## src/common/flow_control_pkg.sv

```systemverilog
// Shared widths, address map and types for the flow-control block; import wherever these are used
package flow_control_pkg;

    // ----------------------------------------
    // Widths
    // ----------------------------------------

    localparam int PC_WIDTH     = 10;
    localparam int WORD_WIDTH   = 36;
    localparam int ADDR_WIDTH   = 10;
    localparam int THREAD_WIDTH = 2;

    typedef logic [PC_WIDTH-1:0]     pc_t;
    typedef logic [WORD_WIDTH-1:0]   word_t;
    typedef logic [ADDR_WIDTH-1:0]   addr_t;
    typedef logic [THREAD_WIDTH-1:0] thread_t;

    // ----------------------------------------
    // Threads and pipeline
    // ----------------------------------------

    localparam int THREAD_COUNT = 4;

    // Cycles from PC issue to resolution, kept below THREAD_COUNT
    localparam int FETCH_DEPTH = 2;

    // Thread t starts at t * THREAD_START_STRIDE
    localparam int THREAD_START_STRIDE = 64;

    // ----------------------------------------
    // Branch configuration map
    // ----------------------------------------

    localparam int BRANCH_COUNT = 4;

    localparam addr_t CONFIG_ADDR_BASE = 10'h200;

    // Words per branch and their offsets
    localparam int BRANCH_CONFIG_ENTRIES = 3;
    localparam int OFFSET_ORIGIN         = 0;
    localparam int OFFSET_DESTINATION    = 1;
    localparam int OFFSET_CONTROL        = 2;

    // Control word: condition in the low bits, then cancel enable
    localparam int COND_WIDTH      = 3;
    localparam int CTRL_CANCEL_BIT = 3;

    typedef enum logic [COND_WIDTH-1:0] {
        COND_NEVER      = 3'd0,
        COND_ALWAYS     = 3'd1,
        COND_A_NEGATIVE = 3'd2,
        COND_A_CARRYOUT = 3'd3,
        COND_A_EXTERNAL = 3'd4,
        COND_B_LESSTHAN = 3'd5,
        COND_B_EXTERNAL = 3'd6,
        COND_R_ZERO     = 3'd7
    } branch_cond_e;

    // ----------------------------------------
    // Bundles
    // ----------------------------------------

    // ALU flags aligned with the resolving instruction
    typedef struct packed {
        logic a_negative;
        logic a_carryout;
        logic a_external;
        logic b_lessthan;
        logic b_external;
    } flags_t;

    // One branch proposal, also the arbitrated result
    typedef struct packed {
        logic jump;
        logic cancel;
        pc_t  destination;
    } branch_req_t;

endpackage

```

## src/flow_control/branch_unit.sv

```systemverilog
// One programmable branch: holds its memory-mapped configuration and proposes a jump
`timescale 1ns/1ps

module branch_unit
    import flow_control_pkg::*;
#(
    parameter int BRANCH_INDEX = 0
) (
    input  logic        clock,
    input  logic        rst_n,
    input  logic        write_previous,
    input  logic        cancel_previous,
    input  addr_t       config_addr,
    input  word_t       config_data,
    input  pc_t         pc_current,
    input  flags_t      flags,
    input  word_t       r_previous,
    output branch_req_t req
);

    // Unit index must select an existing slot in the address map
    if (BRANCH_INDEX < 0 || BRANCH_INDEX >= BRANCH_COUNT) begin : g_index_check
        $error("branch_unit: BRANCH_INDEX out of range");
    end

    // ----------------------------------------
    // Address decode
    // ----------------------------------------

    localparam addr_t UNIT_BASE =
        addr_t'(CONFIG_ADDR_BASE + BRANCH_INDEX * BRANCH_CONFIG_ENTRIES);
    localparam addr_t ORIGIN_ADDR      = addr_t'(UNIT_BASE + OFFSET_ORIGIN);
    localparam addr_t DESTINATION_ADDR = addr_t'(UNIT_BASE + OFFSET_DESTINATION);
    localparam addr_t CONTROL_ADDR     = addr_t'(UNIT_BASE + OFFSET_CONTROL);

    logic         write_ok;
    pc_t          origin;
    pc_t          destination;
    branch_cond_e condition;
    logic         cancel_enable;
    logic         origin_match;
    logic         cond_true;

    // Previous instruction wrote and was not annulled
    assign write_ok = write_previous & ~cancel_previous;

    // ----------------------------------------
    // Configuration registers
    // ----------------------------------------

    always_ff @(posedge clock) begin
        if (!rst_n) begin
            origin        <= '0;
            destination   <= '0;
            condition     <= COND_NEVER;
            cancel_enable <= 1'b0;
        end else if (write_ok) begin
            case (config_addr)
                ORIGIN_ADDR: begin
                    origin <= config_data[PC_WIDTH-1:0];
                end
                DESTINATION_ADDR: begin
                    destination <= config_data[PC_WIDTH-1:0];
                end
                CONTROL_ADDR: begin
                    condition     <= branch_cond_e'(config_data[COND_WIDTH-1:0]);
                    cancel_enable <= config_data[CTRL_CANCEL_BIT];
                end
                default: begin
                end
            endcase
        end
    end

    // ----------------------------------------
    // Origin match and condition test
    // ----------------------------------------

    assign origin_match = (pc_current == origin);

    always_comb begin
        case (condition)
            COND_NEVER:      cond_true = 1'b0;
            COND_ALWAYS:     cond_true = 1'b1;
            COND_A_NEGATIVE: cond_true = flags.a_negative;
            COND_A_CARRYOUT: cond_true = flags.a_carryout;
            COND_A_EXTERNAL: cond_true = flags.a_external;
            COND_B_LESSTHAN: cond_true = flags.b_lessthan;
            COND_B_EXTERNAL: cond_true = flags.b_external;
            COND_R_ZERO:     cond_true = (r_previous == '0);
            default:         cond_true = 1'b0;
        endcase
    end

    assign req.jump        = origin_match & cond_true;
    assign req.cancel      = req.jump & cancel_enable;
    assign req.destination = destination;

    // Annulling the successor only makes sense for a taken branch
    a_cancel_needs_jump: assert property (
        @(posedge clock) disable iff (!rst_n) req.cancel |-> req.jump
    );

endmodule

```

## src/flow_control/branch_arbiter.sv

```systemverilog
// Priority combiner for the parallel branch proposals; lowest index wins
`timescale 1ns/1ps

module branch_arbiter
    import flow_control_pkg::*;
(
    input  branch_req_t [BRANCH_COUNT-1:0] reqs,
    output branch_req_t                    winner
);

    logic any_jump;

    // ----------------------------------------
    // Priority scan
    // ----------------------------------------

    // Walk from the top so the lowest firing index is written last
    always_comb begin
        winner = '0;
        for (int i = BRANCH_COUNT - 1; i >= 0; i--) begin
            if (reqs[i].jump) begin
                winner = reqs[i];
            end
        end
    end

    // ----------------------------------------
    // Checks
    // ----------------------------------------

    // OR of all input jump bits, independent of the scan
    always_comb begin
        any_jump = 1'b0;
        for (int i = 0; i < BRANCH_COUNT; i++) begin
            any_jump = any_jump | reqs[i].jump;
        end
    end

    // A taken jump must come from some firing unit
    always_comb begin
        a_winner_has_source: assert (!winner.jump || any_jump);
    end

endmodule

```

## src/flow_control/pc_controller.sv

```systemverilog
// Per-thread PC state: issues PCs round-robin and writes each thread's next PC at resolution
`timescale 1ns/1ps

module pc_controller
    import flow_control_pkg::*;
(
    input  logic        clock,
    input  logic        rst_n,
    input  logic        io_ready,
    input  branch_req_t winner,
    output pc_t         pc,
    output pc_t         pc_current
);

    thread_t                thread_issue;
    pc_t                    pc_regs     [THREAD_COUNT];
    pc_t                    pipe_pc     [FETCH_DEPTH];
    thread_t                pipe_thread [FETCH_DEPTH];
    logic [FETCH_DEPTH-1:0] pipe_valid;
    thread_t                thread_current;
    logic                   resolve_valid;
    pc_t                    pc_next;

    // ----------------------------------------
    // Issue
    // ----------------------------------------

    // Wraps naturally since THREAD_COUNT fills the counter
    always_ff @(posedge clock) begin
        if (!rst_n) begin
            thread_issue <= '0;
        end else begin
            thread_issue <= thread_issue + thread_t'(1);
        end
    end

    assign pc = pc_regs[thread_issue];

    // ----------------------------------------
    // Fetch delay line
    // ----------------------------------------

    always_ff @(posedge clock) begin
        pipe_pc[0]     <= pc;
        pipe_thread[0] <= thread_issue;
        for (int s = 1; s < FETCH_DEPTH; s++) begin
            pipe_pc[s]     <= pipe_pc[s-1];
            pipe_thread[s] <= pipe_thread[s-1];
        end
    end

    always_ff @(posedge clock) begin
        if (!rst_n) begin
            pipe_valid <= '0;
        end else begin
            pipe_valid[0] <= 1'b1;
            for (int s = 1; s < FETCH_DEPTH; s++) begin
                pipe_valid[s] <= pipe_valid[s-1];
            end
        end
    end

    assign pc_current     = pipe_pc[FETCH_DEPTH-1];
    assign thread_current = pipe_thread[FETCH_DEPTH-1];
    assign resolve_valid  = pipe_valid[FETCH_DEPTH-1];

    // ----------------------------------------
    // Next PC
    // ----------------------------------------

    // A stall beats a jump: the instruction must repeat first
    always_comb begin
        if (!io_ready) begin
            pc_next = pc_current;
        end else if (winner.jump) begin
            pc_next = winner.destination;
        end else begin
            pc_next = pc_current + pc_t'(1);
        end
    end

    always_ff @(posedge clock) begin
        if (!rst_n) begin
            for (int t = 0; t < THREAD_COUNT; t++) begin
                pc_regs[t] <= pc_t'(t * THREAD_START_STRIDE);
            end
        end else if (resolve_valid) begin
            pc_regs[thread_current] <= pc_next;
        end
    end

    // Write port and issue read never target the same thread
    a_resolve_not_issue: assert property (
        @(posedge clock) disable iff (!rst_n)
        resolve_valid |-> (thread_current != thread_issue)
    );

endmodule

```

## src/flow_control/flow_control.sv

```systemverilog
// Flow-control top: parallel branch units, priority arbiter and per-thread PC controller
`timescale 1ns/1ps

module flow_control
    import flow_control_pkg::*;
(
    input  logic   clock,
    input  logic   rst_n,
    input  logic   io_ready,
    input  logic   write_previous,
    input  logic   cancel_previous,
    input  flags_t flags,
    input  word_t  r_previous,
    input  addr_t  config_addr,
    input  word_t  config_data,
    output pc_t    pc,
    output logic   cancel
);

    pc_t                           pc_current;
    branch_req_t [BRANCH_COUNT-1:0] reqs;
    branch_req_t                   winner;

    // ----------------------------------------
    // Branch units, one config slot each
    // ----------------------------------------

    for (genvar b = 0; b < BRANCH_COUNT; b++) begin : g_branch
        branch_unit #(
            .BRANCH_INDEX    (b)
        ) i_branch_unit (
            .clock           (clock),
            .rst_n           (rst_n),
            .write_previous  (write_previous),
            .cancel_previous (cancel_previous),
            .config_addr     (config_addr),
            .config_data     (config_data),
            .pc_current      (pc_current),
            .flags           (flags),
            .r_previous      (r_previous),
            .req             (reqs[b])
        );
    end

    // ----------------------------------------
    // Arbitration
    // ----------------------------------------

    branch_arbiter i_branch_arbiter (
        .reqs   (reqs),
        .winner (winner)
    );

    assign cancel = winner.cancel;

    // ----------------------------------------
    // PC state and issue
    // ----------------------------------------

    pc_controller i_pc_controller (
        .clock      (clock),
        .rst_n      (rst_n),
        .io_ready   (io_ready),
        .winner     (winner),
        .pc         (pc),
        .pc_current (pc_current)
    );

endmodule

```

## config.mk

```make
export PLATFORM = sky130hd
export DESIGN_NAME = flow_control
export DESIGN_NICKNAME = d
export VERILOG_FILES = /design/src/common/flow_control_pkg.sv /design/src/flow_control/branch_unit.sv /design/src/flow_control/branch_arbiter.sv /design/src/flow_control/pc_controller.sv /design/src/flow_control/flow_control.sv
export SDC_FILE = /design/constraint.sdc
export NUM_CORES = 1
export LEC_CHECK = 0
export BUFFER_PORTS_ARGS = -buffer_cell sky130_fd_sc_hd__buf_2
export CELL_PAD_IN_SITES_DETAIL_PLACEMENT = 1
export CELL_PAD_IN_SITES_GLOBAL_PLACEMENT = 1
export CORE_MARGIN = 5
export CORE_UTILIZATION = 49
export DETAILED_ROUTE_END_ITERATION = 8
export PLACE_DENSITY = 0.94
export SYNTH_ARGS = -nofsm -noshare
export SYNTH_HDL_FRONTEND = slang
export SYNTH_SLANG_ARGS = --single-unit
```

## constraint.sdc

```tcl
create_clock -name clock -period 7.6 [get_ports clock]
set_clock_uncertainty 0.15 [all_clocks]
set_input_delay 1.14 -clock clock [delete_from_list [all_inputs] [get_ports clock]]
set_output_delay 1.14 -clock clock [all_outputs]
set_load 0.01 [all_outputs]
```

==> metrics.md <==
| Metric | Value |
|---|---|
| Setup_tns | 0 ns |
| Post-CTS Setup Repair Bufs | 0 |
| FF-to-FF Start | i_pc_controller.pipe_pc[0][14] |
| HP Start | i_pc_controller.pipe_pc[0][3] |
| Avg WL per Cell | 24.84 um |
| Worst-path clk slew | 0.06 ns |
| Post-synthesis mux area share | 16.66% |
| Commonest non-fill, non-tap cells in the layout | dfxtp_1 (124), mux2i_1 (104), nor2b_1 (99) |
| Critical Path, Cell by Cell | buf_2, nor4_1, nand4_1, nor4_1, o21a_1, nand2_1, a21boi_0, a31oi_1, o21ai_0, buf_2 |
| Hold Crit Class | reg2reg |
| DR DRC count | 0 |
| Drt first-iter violations | 507 |
| Depth of the CTS H-tree | 4 |
| Root Buffer | clkbuf_16 |
| Chip height | around 140 um |
| Max Fclk | roughly 0.19 GHz |
| Crit Path Category | in2out |
| Syn_area_per_cell | 10.38 um2 |
| Prevailing post-synth register cell | dfxtp_1 |
| Max-cap violations | 0 |
| Synth warn | 0 |
| Hold-fix buffers, CTS | 0 |
| Most common cell after layout, fill and taps aside | dfxtp_1 |
| Leakage Power | between 0.003 and 0.004 uW |
| First-pass GRT wire length | 38400 um |
| Layout cells sized above 1 | 16.48% |
| Largest net degree at the start of global routing | 108 |
| Max-slew violations | 0 |
| Initial Util | 50.26% |
| Clock Path Buffers | 2 |
| Asr flop ratio synth | 0% |
| Buffers on Ports | 76 |
| Final Hold Fails | 0 |
| Cts bufs inserted | 17 |
| PD cells | 221.1 nW/um2 |
| Diode count | 0 |
| Slew margin rel. | 19.35% |
| Via Count | just over 6000 |
| Final min period | 5.221 ns |
| Cell variety after synth | 55 |
| Synthesized Nets | 832 |
| Synthesis-to-layout area growth | 13.26% |
| #FFs+latches synth | 164 |
| Worst path top cell family by delay | simple AND/OR/NAND/NOR gates |
| Core area | 15260 um2 |
| CP max-delay cell | nor4_1 |
| Adder-cell share of the synthesized area | 0.1632% |
| Tightest Pin Transition | 1.202 ns |
| Vias in the first global route | 6664 |
| Routed WL | 25140 um |
| Finish-stage setup viols | 0 |
| Die ar. | 18250 um2 |
| Crit path buffers/inverters | 2 |
| Crit path depth | 10 |
| Total global routing overflow | 0 |
| Register-to-register setup slack | 3.09 ns |
| Critical path peak fanout | 9 |
| XOR/XNOR share of the synthesized area | 4.683% |
| Detailed Place HPWL | 16670 um |
| Worst vdd ir | 0.0001896 V |
| Nets@finish | slightly below 900 |
| R2r endpoint | i_pc_controller.pc_regs[1][1] |
| Final ANT Viol Nets | 0 |
| Fin crit share | 68.69% |
| Std cell rows | 45 |
| Outcome | finished clean |
| Seq/Total Area, Yosys | 48.03% |
| Simple-Gate Fraction of Synth Area | 20.48% |
| Hold-critical path depth | 0 |
| Post-synthesis compound-gate area fraction | 6.804% |
| Cells after Synth | around 740 |
| Hold worst-path end | i_pc_controller.pipe_pc[0][13] |
| Reg2Reg Depth | 7 |
| Post-synth EDFFs | 40 |
| Gr usage total | between 20 and 30% |
| RSZ-0062 raised after global routing | false |
| DRT Pass-1 Iters | 5 |
| Clk Latency, worst-skew pair | ~0.44 ns |
| Largest family of logic cells by synthesized area | simple AND/OR/NAND/NOR gates |
| Required @ worst endpoint | 6.31 ns |
| Vias per cell | 6.128 |
| I/O Pins | 103 |
| Cts repair resizes | 0 |
| WP data arrival | between 3 and 4 ns |
| GPL Wtd Cong | 0.8156 |
| Post-synthesis cell area | 7669 um2 |
| CTS tree | done |
| Worst hold margin | 0.1766 ns |
| Type of origin of the critical path | primary input |
| Die Span X | 135.1 um |
| Initial antenna violation count | 0 |
| Clock sink total | 164 |
| Crit-path max cell delay | between 0.7 and 0.8 ns |
| CP endpoint kind | primary output |
## how the worst max path moves through the flow
stage	endpoint	start	slack [ns]
after global routing	cancel	r_previous[12]	2.16
after global placement	cancel	r_previous[26]	2.59
final	cancel	r_previous[26]	2.38
after floorplan	cancel	r_previous[12]	3.36
after detailed placement	cancel	r_previous[26]	2.62
after CTS	cancel	r_previous[26]	2.41
## registers in the layout (all words and copies together), names as in the netlist
signal and cells:
g_branch.i_branch_unit.cancel_enable 4, i_pc_controller.thread_issue 2, g_branch.i_branch_unit.origin 40, g_branch.i_branch_unit.destination 40
i_pc_controller.pipe_thread 4, i_pc_controller.pipe_pc 20, i_pc_controller.pipe_valid 2, g_branch.i_branch_unit.condition 12
i_pc_controller.pc_regs 40
## per-stage QoR
stage | setup WS (ns) | total power, uW | area [um2] | utilization [%] | instances
after floorplan | 3.362 | 1065 | 7669 | - | 739
after global placement | 2.589 | 1126 | 8150 | 53.42 | 980
after detailed placement | 2.624 | 1141 | 8150 | 53.42 | 980
after CTS | 2.409 | 1920 | 8686 | 56.93 | 1012
after global routing | 2.156 | 1976 | 8686 | 56.93 | 1012
final | 2.379 | 1920 | 8686 | 56.93 | 1012
## logic make-up (layout without fill, tap and decap cells)
logic type      after synthesis  in the layout
xor+xnor                     41             41
buf+inv                      61            123
flops                       164            164
simple gates                284            284
fa+ha+maj                     1              1
mux                         115            115
compound gates               73             73
## Yosys cell counts (6+ instances only)
cell type | instances | area share, %
nand2_1 | 40 | 2.0
nand3_1 | 13 | 0.85
xor2_1 | 23 | 2.6
dfxtp_1 | 124 | 32
nor4_1 | 22 | 1.8
nor3_1 | 23 | 1.5
xnor2_1 | 18 | 2.1
clkbuf_1 | 37 | 1.8
nor2_1 | 45 | 2.2
edfxtp_1 | 40 | 16
and3_1 | 6 | 0.49
nand4_1 | 10 | 0.82
a21oi_1 | 15 | 0.98
mux4_2 | 10 | 2.9
o21ai_0 | 12 | 0.78
mux2i_1 | 104 | 14
o211ai_1 | 10 | 0.98
nor2b_1 | 99 | 8.1
inv_1 | 10 | 0.49
nand3b_1 | 8 | 0.78
buf_2 | 9 | 0.59
## power by group
part           switching [uW]  internal (uW)  leakage (uW)
Clock                     372            418      0.000255
Sequential               46.0            922       0.00141
Combinational            94.9           66.9       0.00188
Total                     513           1410       0.00355
## area by class of cell
type | instances | area, um2
multi-input combinational | 514 | 3751
timing repair buffer | 80 | 410.4
clock inverter | 15 | 110.1
fill | 1657 | 6573
sequential | 164 | 3684
inverter | 11 | 41.29
clock buffer | 17 | 425.4
tap | 211 | 264.0
## metal layers
metal	part of all wire (%)	GRT usage [%]	wire length (um)
met1	38	31.58	9455
met2	50	47.79	12640
met3	5.9	5.812	1474
met4	6.2	18.53	1569
met5	0	0	0
Power figures use the tool's default switching activity.
